**src/ctrlPkg.sv**
```systemverilog
// Codes follow the reference MIPS subset; opcodes or functs not listed here decode as illegal
package ctrlPkg;

    localparam int opWidth = 6;
    localparam int functWidth = 6;
    localparam int stepWidth = 3;

    // Opcodes
    localparam logic [opWidth-1:0] opTypeR = 6'b000000;
    localparam logic [opWidth-1:0] opAddi = 6'b001000;
    localparam logic [opWidth-1:0] opSram = 6'b000001;
    localparam logic [opWidth-1:0] opSb = 6'b101000;
    localparam logic [opWidth-1:0] opSh = 6'b101001;
    localparam logic [opWidth-1:0] opSw = 6'b101011;

    // R-type funct codes
    localparam logic [functWidth-1:0] functAdd = 6'b100000;
    localparam logic [functWidth-1:0] functSub = 6'b100010;
    localparam logic [functWidth-1:0] functSll = 6'b000000;
    localparam logic [functWidth-1:0] functSllv = 6'b000100;
    localparam logic [functWidth-1:0] functSra = 6'b000011;
    localparam logic [functWidth-1:0] functSrav = 6'b000111;
    localparam logic [functWidth-1:0] functSrl = 6'b000010;

    typedef enum logic [2:0] {
        clsArith,
        clsShift,
        clsStore,
        clsShiftMem,
        clsIllegal
    } instrClass;

    typedef enum logic [2:0] {
        aluNone = 3'd0,
        aluAdd = 3'd1,
        aluSub = 3'd2
    } aluOpT;

    typedef enum logic [2:0] {
        shIdle = 3'd0,
        shLoad = 3'd1,
        shLeft = 3'd2,
        shRightLogic = 3'd3,
        shRightArith = 3'd4
    } shiftKindT;

    typedef enum logic [1:0] {
        stWord = 2'd0,
        stHalf = 2'd1,
        stByte = 2'd2
    } storeSizeT;

    typedef enum logic [2:0] {
        phInit,
        phFetch,
        phDecode,
        phExec,
        phOverflow,
        phIllegal
    } phaseT;

    // Phase lengths in cycles
    localparam logic [stepWidth-1:0] fetchSteps = 3'd4;
    localparam logic [stepWidth-1:0] decodeSteps = 3'd2;
    localparam logic [stepWidth-1:0] arithSteps = 3'd2;
    localparam logic [stepWidth-1:0] shiftSteps = 3'd3;
    localparam logic [stepWidth-1:0] storeSteps = 3'd5;
    localparam logic [stepWidth-1:0] shiftMemSteps = 3'd7;

    // Register file destination and write data
    localparam logic [1:0] wrRt = 2'd0;
    localparam logic [1:0] wrRd = 2'd1;
    localparam logic [1:0] wrSp = 2'd3;
    localparam logic [2:0] wdAlu = 3'd0;
    localparam logic [2:0] wdShift = 3'd5;
    localparam logic [2:0] wdSpInit = 3'd6;

    // Memory address and ALU operand muxes
    localparam logic [1:0] iorPc = 2'd0;
    localparam logic [1:0] iorAddr = 2'd3;
    localparam logic [1:0] srcAPc = 2'd0;
    localparam logic [1:0] srcARegA = 2'd2;
    localparam logic [1:0] srcBRegB = 2'd0;
    localparam logic [1:0] srcBFour = 2'd1;
    localparam logic [1:0] srcBImm = 2'd2;
    localparam logic [1:0] srcBBranch = 2'd3;

    // Shifter value and amount muxes
    localparam logic [1:0] shInRegA = 2'd0;
    localparam logic [1:0] shInRegB = 2'd2;
    localparam logic [1:0] shAmtReg = 2'd0;
    localparam logic [1:0] shAmtField = 2'd1;
    localparam logic [1:0] shAmtMem = 2'd2;

endpackage

```
**src/decodeIf.sv**
```systemverilog
// Fields change only in the cycle after a latch and hold until the next one
`timescale 1ns/1ps

interface decodeIf;

    ctrlPkg::instrClass cls;
    ctrlPkg::aluOpT aluOp;
    ctrlPkg::shiftKindT shiftKind;
    // Shift amount taken from a register instead of the shamt field
    logic shiftByReg;
    logic immOperand;
    ctrlPkg::storeSizeT storeSize;
    logic destIsRd;

    modport producer (
        output cls, aluOp, shiftKind, shiftByReg, immOperand, storeSize, destIsRd
    );

    modport consumer (
        input cls, aluOp, shiftKind, shiftByReg, immOperand, storeSize, destIsRd
    );

endinterface

```
**src/opDecoder.sv**
```systemverilog
// opcode and funct must be stable on the cycle latchInstr is high; unknown codes become illegal
`timescale 1ns/1ps

module opDecoder (
    input logic clk,
    input logic reset,
    input logic [ctrlPkg::opWidth-1:0] opcode,
    input logic [ctrlPkg::functWidth-1:0] funct,
    input logic latchInstr,
    decodeIf.producer dec
);

    ctrlPkg::instrClass clsNext;
    ctrlPkg::aluOpT aluNext;
    ctrlPkg::shiftKindT shiftNext;
    logic byRegNext;
    logic immNext;
    ctrlPkg::storeSizeT sizeNext;
    logic rdNext;

    always_comb begin
        clsNext = ctrlPkg::clsIllegal;
        aluNext = ctrlPkg::aluNone;
        shiftNext = ctrlPkg::shIdle;
        byRegNext = 1'b0;
        immNext = 1'b0;
        sizeNext = ctrlPkg::stWord;
        rdNext = 1'b0;
        case (opcode)
            ctrlPkg::opTypeR: begin
                rdNext = 1'b1;
                case (funct)
                    ctrlPkg::functAdd: begin
                        clsNext = ctrlPkg::clsArith;
                        aluNext = ctrlPkg::aluAdd;
                    end
                    ctrlPkg::functSub: begin
                        clsNext = ctrlPkg::clsArith;
                        aluNext = ctrlPkg::aluSub;
                    end
                    ctrlPkg::functSll, ctrlPkg::functSllv: begin
                        clsNext = ctrlPkg::clsShift;
                        shiftNext = ctrlPkg::shLeft;
                        byRegNext = (funct == ctrlPkg::functSllv);
                    end
                    ctrlPkg::functSra, ctrlPkg::functSrav: begin
                        clsNext = ctrlPkg::clsShift;
                        shiftNext = ctrlPkg::shRightArith;
                        byRegNext = (funct == ctrlPkg::functSrav);
                    end
                    ctrlPkg::functSrl: begin
                        clsNext = ctrlPkg::clsShift;
                        shiftNext = ctrlPkg::shRightLogic;
                    end
                    default: begin
                        clsNext = ctrlPkg::clsIllegal;
                    end
                endcase
            end
            ctrlPkg::opAddi: begin
                clsNext = ctrlPkg::clsArith;
                aluNext = ctrlPkg::aluAdd;
                immNext = 1'b1;
            end
            ctrlPkg::opSram: begin
                // Address add first, then arithmetic shift of the loaded word
                clsNext = ctrlPkg::clsShiftMem;
                aluNext = ctrlPkg::aluAdd;
                shiftNext = ctrlPkg::shRightArith;
                immNext = 1'b1;
            end
            ctrlPkg::opSb, ctrlPkg::opSh, ctrlPkg::opSw: begin
                clsNext = ctrlPkg::clsStore;
                aluNext = ctrlPkg::aluAdd;
                immNext = 1'b1;
                if (opcode == ctrlPkg::opSb) begin
                    sizeNext = ctrlPkg::stByte;
                end else if (opcode == ctrlPkg::opSh) begin
                    sizeNext = ctrlPkg::stHalf;
                end
            end
            default: begin
                clsNext = ctrlPkg::clsIllegal;
            end
        endcase
    end

    always_ff @(posedge clk) begin
        if (reset) begin
            dec.cls <= ctrlPkg::clsIllegal;
            dec.aluOp <= ctrlPkg::aluNone;
            dec.shiftKind <= ctrlPkg::shIdle;
            dec.shiftByReg <= 1'b0;
            dec.immOperand <= 1'b0;
            dec.storeSize <= ctrlPkg::stWord;
            dec.destIsRd <= 1'b0;
        end else if (latchInstr) begin
            dec.cls <= clsNext;
            dec.aluOp <= aluNext;
            dec.shiftKind <= shiftNext;
            dec.shiftByReg <= byRegNext;
            dec.immOperand <= immNext;
            dec.storeSize <= sizeNext;
            dec.destIsRd <= rdNext;
        end
    end

endmodule

```
**src/stepSequencer.sv**
```systemverilog
// overflow is only looked at on the last arithmetic execute step; no stall or handshake exists
`timescale 1ns/1ps

module stepSequencer (
    input logic clk,
    input logic reset,
    input logic overflow,
    decodeIf.consumer dec,
    output ctrlPkg::phaseT phase,
    output logic [ctrlPkg::stepWidth-1:0] step,
    output logic latchInstr
);

    ctrlPkg::phaseT phaseQ;
    ctrlPkg::phaseT nextPhase;
    logic [ctrlPkg::stepWidth-1:0] phaseLen;
    logic lastStep;

    // Class is only known after decode, so an illegal execute shows as the illegal phase
    assign phase = (phaseQ == ctrlPkg::phExec && dec.cls == ctrlPkg::clsIllegal) ?
        ctrlPkg::phIllegal : phaseQ;

    always_comb begin
        case (phase)
            ctrlPkg::phFetch: phaseLen = ctrlPkg::fetchSteps;
            ctrlPkg::phDecode: phaseLen = ctrlPkg::decodeSteps;
            ctrlPkg::phExec: begin
                case (dec.cls)
                    ctrlPkg::clsArith: phaseLen = ctrlPkg::arithSteps;
                    ctrlPkg::clsShift: phaseLen = ctrlPkg::shiftSteps;
                    ctrlPkg::clsStore: phaseLen = ctrlPkg::storeSteps;
                    ctrlPkg::clsShiftMem: phaseLen = ctrlPkg::shiftMemSteps;
                    default: phaseLen = 3'd1;
                endcase
            end
            default: phaseLen = 3'd1;
        endcase
    end

    assign lastStep = (step == phaseLen - 3'd1);
    assign latchInstr = (phase == ctrlPkg::phDecode) && lastStep;

    always_comb begin
        nextPhase = phaseQ;
        if (lastStep) begin
            case (phase)
                ctrlPkg::phInit: nextPhase = ctrlPkg::phFetch;
                ctrlPkg::phFetch: nextPhase = ctrlPkg::phDecode;
                ctrlPkg::phDecode: nextPhase = ctrlPkg::phExec;
                ctrlPkg::phExec: begin
                    if (dec.cls == ctrlPkg::clsArith && overflow) begin
                        nextPhase = ctrlPkg::phOverflow;
                    end else begin
                        nextPhase = ctrlPkg::phFetch;
                    end
                end
                default: nextPhase = ctrlPkg::phFetch;
            endcase
        end
    end

    always_ff @(posedge clk) begin
        if (reset) begin
            phaseQ <= ctrlPkg::phInit;
            step <= '0;
        end else begin
            phaseQ <= nextPhase;
            step <= lastStep ? '0 : step + 3'd1;
        end
    end

    stepInRange: assert property (
        @(posedge clk) disable iff (reset)
        step < phaseLen
    );

    // An overflow detour is the only way out of execute that skips straight fetch
    execExitsToFetch: assert property (
        @(posedge clk) disable iff (reset)
        (phase == ctrlPkg::phExec) ##1 (phase != ctrlPkg::phExec) |->
            (phase == ctrlPkg::phFetch) or
            ((phase == ctrlPkg::phOverflow) ##1 (phase == ctrlPkg::phFetch))
    );

endmodule

```
**src/controlWordGen.sv**
```systemverilog
// Outputs lag the sequencer by one cycle; a write that overflowed is dropped in the overflow phase
`timescale 1ns/1ps

module controlWordGen (
    input logic clk,
    input logic reset,
    input ctrlPkg::phaseT phase,
    input logic [ctrlPkg::stepWidth-1:0] step,
    decodeIf.consumer dec,
    output logic [1:0] iorD,
    output logic [1:0] wrReg,
    output logic [1:0] aluSrcA,
    output logic [1:0] aluSrcB,
    output logic [1:0] shiftIn,
    output logic [1:0] shiftSrc,
    output logic [2:0] wdReg,
    output logic pcWrite,
    output logic loadAB,
    output logic aluOutLoad,
    output logic memWrite,
    output logic memRead,
    output logic irWrite,
    output logic regWrite,
    output ctrlPkg::aluOpT aluOp,
    output ctrlPkg::shiftKindT shiftCtrl,
    output ctrlPkg::storeSizeT storeCtrl
);

    typedef struct packed {
        logic [1:0] iorD;
        logic [1:0] wrReg;
        logic [1:0] aluSrcA;
        logic [1:0] aluSrcB;
        logic [1:0] shiftIn;
        logic [1:0] shiftSrc;
        logic [2:0] wdReg;
        logic pcWrite;
        logic loadAB;
        logic aluOutLoad;
        logic memWrite;
        logic memRead;
        logic irWrite;
        logic regWrite;
        ctrlPkg::aluOpT aluOp;
        ctrlPkg::shiftKindT shiftCtrl;
        ctrlPkg::storeSizeT storeCtrl;
    } ctrlWordT;

    ctrlWordT word;
    ctrlWordT wordQ;

    always_comb begin
        word = '0;
        case (phase)
            ctrlPkg::phInit: begin
                // Stack pointer initial value
                word.regWrite = 1'b1;
                word.wrReg = ctrlPkg::wrSp;
                word.wdReg = ctrlPkg::wdSpInit;
            end
            ctrlPkg::phFetch: begin
                if (step == 3'd3) begin
                    word.pcWrite = 1'b1;
                    word.irWrite = 1'b1;
                end else begin
                    word.memRead = 1'b1;
                    word.iorD = ctrlPkg::iorPc;
                    word.aluSrcA = ctrlPkg::srcAPc;
                    word.aluSrcB = ctrlPkg::srcBFour;
                    word.aluOp = ctrlPkg::aluAdd;
                end
            end
            ctrlPkg::phDecode: begin
                if (step == 3'd0) begin
                    // Speculative branch target
                    word.aluSrcA = ctrlPkg::srcAPc;
                    word.aluSrcB = ctrlPkg::srcBBranch;
                    word.aluOp = ctrlPkg::aluAdd;
                    word.aluOutLoad = 1'b1;
                end else begin
                    word.loadAB = 1'b1;
                end
            end
            ctrlPkg::phExec: begin
                case (dec.cls)
                    ctrlPkg::clsArith: begin
                        if (step == 3'd0) begin
                            word.aluSrcA = ctrlPkg::srcARegA;
                            word.aluSrcB = dec.immOperand ? ctrlPkg::srcBImm : ctrlPkg::srcBRegB;
                            word.aluOp = dec.aluOp;
                            word.aluOutLoad = 1'b1;
                        end else begin
                            word.regWrite = 1'b1;
                            word.wrReg = dec.destIsRd ? ctrlPkg::wrRd : ctrlPkg::wrRt;
                            word.wdReg = ctrlPkg::wdAlu;
                        end
                    end
                    ctrlPkg::clsShift: begin
                        if (step == 3'd0) begin
                            word.shiftCtrl = ctrlPkg::shLoad;
                            word.shiftIn = dec.shiftByReg ? ctrlPkg::shInRegA : ctrlPkg::shInRegB;
                            word.shiftSrc = dec.shiftByReg ? ctrlPkg::shAmtReg : ctrlPkg::shAmtField;
                        end else if (step == 3'd1) begin
                            word.shiftCtrl = dec.shiftKind;
                        end else begin
                            word.regWrite = 1'b1;
                            word.wrReg = ctrlPkg::wrRd;
                            word.wdReg = ctrlPkg::wdShift;
                        end
                    end
                    ctrlPkg::clsStore, ctrlPkg::clsShiftMem: begin
                        // ALU keeps the address on its output during the memory steps
                        if (step <= 3'd3) begin
                            word.aluSrcA = ctrlPkg::srcARegA;
                            word.aluSrcB = dec.immOperand ? ctrlPkg::srcBImm : ctrlPkg::srcBRegB;
                            word.aluOp = dec.aluOp;
                        end
                        if (step >= 3'd1 && step <= 3'd3) begin
                            word.memRead = 1'b1;
                            word.iorD = ctrlPkg::iorAddr;
                        end
                        if (dec.cls == ctrlPkg::clsStore) begin
                            if (step == 3'd3) begin
                                word.memWrite = 1'b1;
                                word.storeCtrl = dec.storeSize;
                            end
                        end else if (step == 3'd4) begin
                            word.shiftCtrl = ctrlPkg::shLoad;
                            word.shiftIn = ctrlPkg::shInRegB;
                            word.shiftSrc = ctrlPkg::shAmtMem;
                        end else if (step == 3'd5) begin
                            word.shiftCtrl = dec.shiftKind;
                        end else if (step == 3'd6) begin
                            word.regWrite = 1'b1;
                            word.wrReg = dec.destIsRd ? ctrlPkg::wrRd : ctrlPkg::wrRt;
                            word.wdReg = ctrlPkg::wdShift;
                        end
                    end
                    default: begin
                        word = '0;
                    end
                endcase
            end
            default: begin
                // Overflow and illegal phases do nothing
                word = '0;
            end
        endcase
    end

    always_ff @(posedge clk) begin
        if (reset) begin
            wordQ <= '0;
        end else begin
            wordQ <= word;
        end
    end

    assign iorD = wordQ.iorD;
    assign wrReg = wordQ.wrReg;
    assign aluSrcA = wordQ.aluSrcA;
    assign aluSrcB = wordQ.aluSrcB;
    assign shiftIn = wordQ.shiftIn;
    assign shiftSrc = wordQ.shiftSrc;
    assign wdReg = wordQ.wdReg;
    assign pcWrite = wordQ.pcWrite;
    assign loadAB = wordQ.loadAB;
    assign aluOutLoad = wordQ.aluOutLoad;
    assign memWrite = wordQ.memWrite;
    assign memRead = wordQ.memRead;
    assign irWrite = wordQ.irWrite;
    assign aluOp = wordQ.aluOp;
    assign shiftCtrl = wordQ.shiftCtrl;
    assign storeCtrl = wordQ.storeCtrl;

    // Sequencer sits in overflow exactly while the arithmetic write would appear
    assign regWrite = wordQ.regWrite && (phase != ctrlPkg::phOverflow);

    irWriteWithPc: assert property (
        @(posedge clk) disable iff (reset)
        irWrite |-> pcWrite ##1 (!irWrite && !pcWrite)
    );

    noRegAndMemWrite: assert property (
        @(posedge clk) disable iff (reset)
        !(regWrite && memWrite)
    );

endmodule

```
**src/controlUnit.sv**
```systemverilog
// Multicycle control only; datapath, exception cause and PC source muxing live outside
`timescale 1ns/1ps

module controlUnit (
    input logic clk,
    input logic reset,
    input logic [ctrlPkg::opWidth-1:0] opcode,
    input logic [ctrlPkg::functWidth-1:0] funct,
    input logic overflow,
    output logic [1:0] iorD,
    output logic [1:0] wrReg,
    output logic [1:0] aluSrcA,
    output logic [1:0] aluSrcB,
    output logic [1:0] shiftIn,
    output logic [1:0] shiftSrc,
    output logic [2:0] wdReg,
    output logic pcWrite,
    output logic loadAB,
    output logic aluOutLoad,
    output logic memWrite,
    output logic memRead,
    output logic irWrite,
    output logic regWrite,
    output ctrlPkg::aluOpT aluOp,
    output ctrlPkg::shiftKindT shiftCtrl,
    output ctrlPkg::storeSizeT storeCtrl
);

    ctrlPkg::phaseT phase;
    logic [ctrlPkg::stepWidth-1:0] step;
    logic latchInstr;

    decodeIf decBus ();

    opDecoder decoder (
        .clk(clk),
        .reset(reset),
        .opcode(opcode),
        .funct(funct),
        .latchInstr(latchInstr),
        .dec(decBus.producer)
    );

    stepSequencer sequencer (
        .clk(clk),
        .reset(reset),
        .overflow(overflow),
        .dec(decBus.consumer),
        .phase(phase),
        .step(step),
        .latchInstr(latchInstr)
    );

    controlWordGen wordGen (
        .clk(clk),
        .reset(reset),
        .phase(phase),
        .step(step),
        .dec(decBus.consumer),
        .iorD(iorD),
        .wrReg(wrReg),
        .aluSrcA(aluSrcA),
        .aluSrcB(aluSrcB),
        .shiftIn(shiftIn),
        .shiftSrc(shiftSrc),
        .wdReg(wdReg),
        .pcWrite(pcWrite),
        .loadAB(loadAB),
        .aluOutLoad(aluOutLoad),
        .memWrite(memWrite),
        .memRead(memRead),
        .irWrite(irWrite),
        .regWrite(regWrite),
        .aluOp(aluOp),
        .shiftCtrl(shiftCtrl),
        .storeCtrl(storeCtrl)
    );

endmodule

```
**config.mk**
```make
export PLATFORM = sky130hd
export DESIGN_NAME = controlUnit
export DESIGN_NICKNAME = d
export VERILOG_FILES = /design/src/ctrlPkg.sv /design/src/decodeIf.sv /design/src/opDecoder.sv /design/src/stepSequencer.sv /design/src/controlWordGen.sv /design/src/controlUnit.sv
export SDC_FILE = /design/constraint.sdc
export NUM_CORES = 1
export LEC_CHECK = 0
export BUFFER_PORTS_ARGS = -buffer_cell sky130_fd_sc_hd__buf_4
export CORE_MARGIN = 1
export CORE_UTILIZATION = 40
export CTS_CLUSTER_DIAMETER = 120
export DETAILED_ROUTE_END_ITERATION = 7
export PLACE_DENSITY = 0.67
export SYNTH_ARGS = -nofsm -noshare
export SYNTH_HDL_FRONTEND = slang
export SYNTH_SLANG_ARGS = --single-unit
```
**constraint.sdc**
```tcl
create_clock -name clk -period 2.7 [get_ports clk]
set_clock_uncertainty 0.05 [all_clocks]
set_input_delay 0.135 -clock clk [delete_from_list [all_inputs] [get_ports clk]]
set_output_delay 0.135 -clock clk [all_outputs]
set_load 0.01 [all_outputs]
```
== Word level (Yosys, flattened, before mapping) ==
Cells that the tools add are included.

* Add/sub/neg operators: 2
* Magnitude comparators: 2
* Equal/unequal tests: 26
* Muxes and demuxes: 78
* Bitwise gates (word level): 5
* Reduce and logical (&&, ||, !) cells: 23

{| class="wikitable"
|+ Operators with widths
! kind !! count
|-
| $mux W3 || 14
|-
| $pmux W3 S2 || 7
|-
| $pmux W3 S3 || 4
|-
| $eq A6 B6 Y1 const B || 5
|-
| $mux W1 || 24
|-
| $pmux W3 S4 || 2
|-
| $mux W2 || 11
|-
| $eq A3 B2 Y1 const B || 6
|-
| $mux W4 || 4
|-
| $pmux W2 S2 || 4
|-
| $pmux W4 S2 || 2
|-
| $reduce_or A5 Y1 || 3
|-
| $reduce_or A2 Y1 || 7
|-
| $eq A3 B3 Y1 const B || 4
|-
| $eq A6 B2 Y1 const B || 2
|-
| $eq A6 B3 Y1 const B || 2
|-
| $logic_not A6 Y1 || 2
|-
| $pmux W4 S3 || 1
|-
| $eq A3 B1 Y1 const B || 3
|-
| $logic_not A3 Y1 || 3
|-
| $mux W7 || 1
|-
| $eq A6 B1 Y1 const B || 1
|-
| $eq A6 B4 Y1 const B || 1
|-
| $pmux W2 S3 || 1
|-
| other kinds (12) || 22
|}

* Register bits after elaboration: 50
* Bits of input ports: 15
* Output and inout port bits: 30
* Logic and storage cells: 162

== Logic depth before layout (Yosys ltp) ==
Gate-level depths: netlist (run 1).

* Word-level depth: 8
* Mapped depth: 11
* Mapped depth without buffers: 9

== Hierarchy ==
A second synthesis (run 1) with hierarchy kept.

* Cells, all modules: 263
* Area total of the unflattened synthesis: 2,409.8 um^2

{| class="wikitable"
|+ Modules (own cells, without submodules)
! module !! instances !! cells each !! area an instance (um^2) !! sequential area each (um^2)
|-
| controlWordGen || 1 || 120 || 1,204.9 || 520.5
|-
| opDecoder || 1 || 85 || 693.2 || 260.2
|-
| stepSequencer || 1 || 58 || 511.7 || 120.1
|}

== Worst setup path before layout (run 1) ==
Ideal clock, no wire load.

* Kind: reg2reg
* Start: reg sequencer.phaseQ[1]
* End: reg sequencer.step[1] (netlist bit)
* Library setup time: 80 ps
* Data arrival time: 2,438 ps
* Required time: 2,570 ps
* Setup slack: 132 ps
* Cell stages (with the launch flop): 12
* Buffers on the path: 2
* Period minus slack after synthesis: 2,568 ps
* Cell sequence: dfxtp_1 -> clkbuf_1 -> nand2_1 -> nor3_1 -> a21oi_1 -> ha_1 -> xnor2_1 -> nor2b_1 -> mux2i_1 -> clkbuf_1 -> nor2_1 -> nor3b_1

* Cells in the longest elaborated chain, start to end: 8
* Elaborated cells on any way between the ends: 10
* Those cells by class: add/sub: 1; eq/ne: 5; mux: 2; reduce/logical: 2

{| class="wikitable"
|+ Ends and longest elaborated chain
! what !! line !! text
|-
| start, declared || stepSequencer.sv:14 || <nowiki>ctrlPkg::phaseT phaseQ;</nowiki>
|-
| start signal, assigned || stepSequencer.sv:64 || <nowiki>phaseQ <= ctrlPkg::phInit;</nowiki>
|-
| start signal, assigned || stepSequencer.sv:67 || <nowiki>phaseQ <= nextPhase;</nowiki>
|-
| $eq A3 B2 Y1 || stepSequencer.sv:20 || <nowiki>assign phase = (phaseQ == ctrlPkg::phExec && dec.cls == ctrlPkg::clsIllegal) ?</nowiki>
|-
| $logic_and A1 B1 Y1 || stepSequencer.sv:20 ||
|-
| $mux W3 (*) || stepSequencer.sv:20 ||
|-
| $eq A3 B2 Y1 / $eq A3 B1 Y1 (equally long branches) || stepSequencer.sv:24 || <nowiki>case (phase)</nowiki>
|-
| $pmux W3 S3 (*) || stepSequencer.sv:24 ||
|-
| $sub A3 B1 Y3 (*) || stepSequencer.sv:40 || <nowiki>assign lastStep = (step == phaseLen - 3'd1);</nowiki>
|-
| $eq A3 B3 Y1 (*) || stepSequencer.sv:40 ||
|-
| $reduce_or A2 Y1 (no line) (*) || -- ||
|-
| end signal, assigned || stepSequencer.sv:68 || <nowiki>step <= lastStep ? '0 : step + 3'd1;</nowiki>
|-
| end, declared || stepSequencer.sv:10 || <nowiki>output logic [ctrlPkg::stepWidth-1:0] step,</nowiki>
|}

Every way passes the cells marked *; elsewhere a longest branch is shown, timed or not.
A chain may end at the register's enable or synchronous reset.

== Final worst setup path (run 1) ==
* Start: reg decoder.dec.cls[0]
* End: reg sequencer.phaseQ[0]

* Cells in the longest elaborated chain, start to end: 7
* Elaborated cells on any way between the ends: 17
* Those cells by class: add/sub: 1; eq/ne: 8; mux: 5; reduce/logical: 3

{| class="wikitable"
|+ Ends and longest elaborated chain
! what !! line !! text
|-
| start, declared || decodeIf.sv:16 || <nowiki>output cls, aluOp, shiftKind, shiftByReg, immOperand, storeSize, destIsRd</nowiki>
|-
| start signal, assigned || opDecoder.sv:90 || <nowiki>dec.cls <= ctrlPkg::clsIllegal;</nowiki>
|-
| start signal, assigned || opDecoder.sv:98 || <nowiki>dec.cls <= clsNext;</nowiki>
|-
| $eq A3 B3 Y1 || stepSequencer.sv:20 ||
|-
| $logic_and A1 B1 Y1 || stepSequencer.sv:20 ||
|-
| $mux W3 || stepSequencer.sv:20 ||
|-
| $eq A3 B2 Y1 / $eq A3 B1 Y1 (equally long branches) || stepSequencer.sv:24, stepSequencer.sv:46 ||
|-
| $pmux W3 S3 || stepSequencer.sv:24 ||
|-
| $sub A3 B1 Y3 || stepSequencer.sv:40 ||
|-
| $eq A3 B3 Y1 || stepSequencer.sv:40 ||
|}

Parallel ways exist; a longest one is shown, timed or not.

==> summary.txt, run 1 <==
depth of the worst hold-timing path: 3
Slowest-stage cell, CP: or4_1
initial standard-cell utilization of the core: 0.418
kind of launch point of the worst setup path: flop
leading area contributor after synthesis: dfxtp_1
global-route wire length before repair: 8290 um
share of synthesized registers carrying an async set or reset: 0
die outline area: 6100 um^2
antenna-violating nets left: 0
total power per unit cell area: 890 nW/um^2
Layout Area Growth over Synthesis: 13.8%
I/O pin count: 45
placeable core region: 5540 um^2
number of diodes added for antenna fixing: 0
count of TritonRoute iterations in the first routing pass: 4
worst rel slew slack: 0.449
die boundary height: 78.1 um
worst slew pin tran: 822 ps
worst-case clock buffer depth: 2
Hold Startpoint: funct[1]
critical path capture point type: flop
number of instances in the synthesized netlist: 272
largest incremental delay on the critical path: 530 ps
number of global-route vias before repair: 1748
Period Utilization, post-route: 0.950
synthesized cell area: 2320 um^2
ratio of cells with drive above 1 in the final layout: 0.234
clock latency reported for the late side of the worst-skew pair: 300 ps
minimum clock period: 2560 ps
most numerous cell types in the synthesized netlist: dfxtp_1, buf_4, a21oi_1, nor2_1, nand2_1
fraction of the yosys area taken by sequential cells: 0.380
TritonCTS Sinks: 44
leakage power: 1.01 nW
number of antenna violations at the first check in global routing: 0
hold buffer count at cts: 0
CP required: 2880 ps
Net count, final: 311
TritonCTS clock tree: yes
wire per inst: 13.6 um
DRT iter0 DRCs: 186
Num CTS Buffers: 5
Worst Hold Class: in2reg
IR Drop Worst-Case VDD: 486 uV
EDFF count, synth: 0
horizontal die dimension: 78.1 um
count of final setup violators: 0
RD Place Congestion: 0.854
aggregate global-route resource usage: 0.172
total count of hold-check failures in the final report: 0
buffer type at the clock tree root: clkbuf_8
startpoint of the lowest-slack register-to-register path: decoder.dec.cls[0]
post-CTS sizing: 0
area share of the largest cell type after synthesis: 0.380
Register-to-Register Setup Slack: 140 ps
arrival time of the worst setup path: 2740 ps
number of warning messages in the yosys log: 0
end of the worst register-to-register path: sequencer.phaseQ[0]
clock transition at the registers of the reported paths: 80 ps
hold worst-path end: decoder.dec.aluOp[1]
max-capacitance violation count: 0
vias after detailed routing: 1943
residual overflow from global routing: 0
final-layout setup total negative slack: 0 ps
largest driver fanout on the critical path: 8
most frequently used cell type in the post-synthesis netlist: dfxtp_1
DRC errors left: 0
most instantiated flip-flop cell in the synthesis netlist: dfxtp_1
placed wire-length estimate after detailed placement: 3560 um
Synth Register Bits: 44
leading post-synthesis cells by cell area: dfxtp_1, buf_4, a21oi_1
maximum achievable frequency: 390 MHz
number of different library cells in the post-synthesis netlist: 49
count of buffers from port buffering: 41
htree depth: 2
pin count of the biggest net entering global routing: 32
count of fill cells added during filler insertion: 579
Total Wirelength: 4940 um
number of post-CTS setup repair buffers: 0
number of pins exceeding their max-slew limit in the final report: 0
path type of the worst setup path: reg2reg
result of the run: complete, no violations
number of vias per cell: 5.37
power consumption: 2.34 mW
cell count of the worst reg-to-reg path: 8
worst-path cell chain: or3_4 -> a31oi_4 -> ha_1 -> xnor2_2 -> nor2b_1 -> mux2i_1 -> or4_1 -> a21oi_1
number of rows created at floorplan: 27
average cell area after synthesis: 8.51 um^2
[cell usage in the layout (no fill, tap or decap), types with 3 or more instances in the layout]
cell type | synthesis | final
o31ai_1 | 10 | 10
nand2_1 | 15 | 15
o21ai_0 | 7 | 7
nand4_1 | 9 | 9
conb_1 | 1 | 3
nor2_1 | 18 | 18
xnor2_1 | 5 | 3
o22ai_1 | 3 | 3
nor4_1 | 3 | 3
buf_4 | 23 | 48
clkbuf_8 | 0 | 5
inv_1 | 5 | 5
xnor2_2 | 1 | 3
a21oi_1 | 20 | 20
ha_1 | 6 | 6
nand2b_1 | 7 | 7
nand3_1 | 8 | 8
nor3_1 | 14 | 14
nor2b_1 | 5 | 5
a31oi_1 | 4 | 3
nor4b_1 | 4 | 4
dfxtp_1 | 44 | 43
and2_1 | 7 | 7
[area by class of cell]
cell class	count	area (um^2)	area share
Clock buffer	6	72.6	0.0275
Clock inverter	1	5.00	0.00190
Inverter	5	18.8	0.00712
Multi-Input combinational cell	186	1210	0.458
Sequential cell	44	882	0.335
Tap cell	72	90.1	0.0342
Timing Repair Buffer	48	360	0.137
[worst max-delay path, delay by kind of cell, from the launching register on]
kind,cells,cell delay [ps]
and+or+nand+nor,3,1130
AOI/OAI and AO/OA,2,390
DFF,1,360
adders and majority gates,1,300
xor gates and xnor gates,1,150
muxes,1,120
[per-layer routing]
layer  vias up  part of all wire  GRT usage
met1       888              0.49      0.230
li1        988                 -          -
met4         0             0.020     0.0722
met5         -                 0          0
met2        57              0.45      0.275
met3        10             0.041     0.0291
[power by group]
part / switching, mW / internal [mW] / leakage [nW]
Clock: 0.209 / 0.176 / 0.0410
Sequential: 0.0670 / 0.711 / 0.357
Combinational: 0.753 / 0.429 / 0.610
[state kept, by name, summed over array words and instances (netlist names), 3 cells and up]
signal,cells
decoder.dec.cls,3
sequencer.step,3
wordGen.shiftCtrl,3
decoder.dec.shiftKind,3
sequencer.phaseQ,3
wordGen.wdReg,3
[through the flow]
step | worst slack, ps | instances | instance area, um^2 | util | hold WS (ps)
floorplan | 132 | 274 | 2320 | - | 287
global placement | 206 | 355 | 2530 | 0.457 | 393
detailed placement | 158 | 355 | 2530 | 0.457 | 394
CTS | 137 | 362 | 2610 | 0.471 | 118
global route | -2.98 | 362 | 2640 | 0.476 | 158
finish | 135 | 362 | 2640 | 0.476 | 121
[cells by family after synthesis]
group	Yosys count	synth area share
buffers and inverters	44	0.113
DFF	44	0.380
adders and majority gates	6	0.0324
xor gates and xnor gates	6	0.0259
AOI/OAI and AO/OA	61	0.174
other	1	0.00162
muxes	3	0.0140
and+or+nand+nor	107	0.259
[how the worst max path moves through the flow]
stage / from / to / slack [ps] / depth (start not counted)
3_5_place_dp: decoder.dec.cls[0] / decoder.dec.cls[2] / 160 / 8
2_1_floorplan: sequencer.phaseQ[1] / sequencer.step[1] / 130 / 11
4_1_cts: decoder.dec.cls[0] / decoder.dec.cls[2] / 140 / 8
6_report: decoder.dec.cls[0] / sequencer.phaseQ[0] / 140 / 8
3_3_place_gp: decoder.dec.cls[0] / decoder.dec.cls[2] / 210 / 8
5_1_grt: sequencer.phaseQ[0] / sequencer.phaseQ[0] / -3 / 9
Power figures use the tool's default switching activity.
==> run 2: changes to the inputs <==
--- a/config.mk
+++ b/config.mk
@@ -11,6 +11,7 @@
 export CTS_CLUSTER_DIAMETER = 120
 export DETAILED_ROUTE_END_ITERATION = 7
 export PLACE_DENSITY = 0.67
+export RECOVER_POWER = 50
 export SYNTH_ARGS = -nofsm -noshare
 export SYNTH_HDL_FRONTEND = slang
 export SYNTH_SLANG_ARGS = --single-unit
==> summary.txt, run 2 (synthesis gave the netlist of run 1 again) <==
clock latency reported for the late side of the worst-skew pair: 300 ps (about the same)
end of the worst register-to-register path: sequencer.phaseQ[0]
number of diodes added for antenna fixing: 0 (unchanged)
aggregate global-route resource usage: 0.172 (unchanged)
placed wire-length estimate after detailed placement: 3560 um (unchanged)
most common cell after layout, fill and taps aside: dfxtp_1
number of antenna violations at the first check in global routing: 0 (unchanged)
final setup slack of the worst path: 136 ps (+1.07 ps)
clock transition at the registers of the reported paths: 80 ps (about the same)
pre-CTS worst setup slack: 158 ps (unchanged)
placeable core region: 5540 um^2 (unchanged)
final-layout setup total negative slack: 0 ps (unchanged)
TritonCTS clock tree: yes
worst rel slew slack: 0.444 (-0.00525)
largest incremental delay on the critical path: 530 ps (about the same)
Period Utilization, post-route: 0.949 (about the same)
initial standard-cell utilization of the core: 0.418 (unchanged)
depth of the worst hold-timing path: 3 (unchanged)
Worst Hold Margin: 120 ps (-0.960 ps)
cell count of the worst reg-to-reg path: 8 (unchanged)
number of global-route vias before repair: 1748 (unchanged)
max-capacitance violation count: 0 (unchanged)
worst-case clock buffer depth: 2 (unchanged)
buffer type at the clock tree root: clkbuf_8
setup repair after global routing missed its margin: no
residual overflow from global routing: 0 (unchanged)
die outline area: 6100 um^2 (unchanged)
path type of the worst setup path: reg2reg
ratio of cells with drive above 1 in the final layout: 0.138 (-0.0966)
number of rows created at floorplan: 27 (unchanged)
Worst Hold Class: in2reg
Total Wirelength: 4980 um (+0.81%)
Num CTS Buffers: 5 (unchanged)
number of vias per cell: 5.37 (+0.10%)
largest driver fanout on the critical path: 8 (unchanged)
number of buffers and inverters on the critical path: 0 (unchanged)
DRT iter0 DRCs: 185 (-0.54%)
TritonCTS Sinks: 44 (unchanged)
vias after detailed routing: 1945 (+0.10%)
count of buffers from port buffering: 41 (unchanged)
htree depth: 2 (unchanged)
non-filler instance count after layout: 362 (unchanged)
total power per unit cell area: 914 nW/um^2 (+2.7%)
critical path capture point type: flop
worst slew pin tran: 830 ps (+7.84 ps)
count of TritonRoute iterations in the first routing pass: 6 (+2)
arrival time of the worst setup path: 2740 ps (about the same)
commonest cells after routing, fill and taps aside: dfxtp_1, clkbuf_1, a21oi_1, buf_4, nor2_1
wire per inst: 13.7 um (+0.81%)
minimum clock period: 2560 ps (-1.07 ps)
Net count, final: 311 (unchanged)
I/O pin count: 45 (unchanged)
CP required: 2880 ps (about the same)
Layout Cell Area excl Fill: 2530 um^2 (-4.0%)
worst-path cell chain: or3_4 -> a31oi_4 -> ha_1 -> xnor2_2 -> nor2b_1 -> mux2i_1 -> or4_1 -> a21oi_1
pin count of the biggest net entering global routing: 32 (unchanged)
IR Drop Worst-Case VDD: 482 uV (-0.93%)
count of final setup violators: 0 (unchanged)
Top delay family on crit path: simple AND/OR/NAND/NOR gates
die boundary height: 78.1 um (unchanged)
Slowest-stage cell, CP: or4_1
global-route wire length before repair: 8290 um (unchanged)
result of the run: complete, no violations
Register-to-Register Setup Slack: 140 ps (about the same)
DP Cell Count: 355 (unchanged)
antenna-violating nets left: 0 (unchanged)
startpoint of the lowest-slack register-to-register path: decoder.dec.cls[0]
Hold Startpoint: funct[1]
hold worst-path end: decoder.dec.aluOp[1]
total count of hold-check failures in the final report: 0 (unchanged)
Placed Instance Area: 2530 um^2 (unchanged)
Layout Area Growth over Synthesis: 9.24%
maximum achievable frequency: 390 MHz (about the same)
number of pins exceeding their max-slew limit in the final report: 0 (unchanged)
kind of launch point of the worst setup path: flop
RD Place Congestion: 0.854 (unchanged)
DRC errors left: 0 (unchanged)
horizontal die dimension: 78.1 um (unchanged)
leakage power: 0.892 nW (-12%)
run 2: metal layers:
layer	global-route usage	vias to the layer above	wire (um)
met2	0.275	57	2230
met3	0.0291	10	251
met1	0.230	893	2400
met4	0.0722	0	95
met5	0	-	0
li1	-	985	-
run 2: worst max path at each step:
stage                                     end  depth (start not counted)                 from  slack [ps]
after CTS                  decoder.dec.cls[2]                          8   decoder.dec.cls[0]         140
after floorplan             sequencer.step[1]                         11  sequencer.phaseQ[1]         130
after detailed placement   decoder.dec.cls[2]                          8   decoder.dec.cls[0]         160
after global routing      sequencer.phaseQ[0]                          9  sequencer.phaseQ[0]         0.2
after global placement     decoder.dec.cls[2]                          8   decoder.dec.cls[0]         210
final                     sequencer.phaseQ[0]                          8   decoder.dec.cls[0]         140
run 2: layout make-up:
| class | count | area (um^2) |
|---|---|---|
| multi-input cells | 186 | 1210 |
| clock buffers | 6 | 72.6 |
| inverters | 5 | 18.8 |
| repair buffers | 48 | 255 |
| clock inverters | 1 | 5.00 |
| fillers | 581 | 3010 |
| flip-flops and latches | 44 | 882 |
| well taps | 72 | 90.1 |
run 2: where the power goes:
group	total, mW	internal [mW]	switching [mW]
combinational	1.15	0.397	0.754
clock	0.385	0.176	0.209
sequential	0.777	0.711	0.0661
total	2.31	1.28	1.03
run 2: timing repair:
| item | in CTS | in global routing |
|---|---|---|
| setup endpoints to repair | 0 | 6 |
| gates resized for setup | 0 | 5 |
| hold buffers | 0 | 0 |
| setup buffers | 0 | 0 |
run 2: worst reg2reg max path, cell delays in order (launching register included):
cell	delay, ps
dfxtp_2	360
or3_4	430
a31oi_4	250
ha_1	300
xnor2_2	150
nor2b_1	170
mux2i_1	120
or4_1	530
a21oi_1	140
run 2: per-stage QoR:
stage	util	power [mW]
6_report	0.457	2.31
3_3_place_gp	0.457	1.87
5_1_grt	0.457	2.48
4_1_cts	0.471	2.27
2_1_floorplan	-	1.63
3_5_place_dp	0.457	1.89
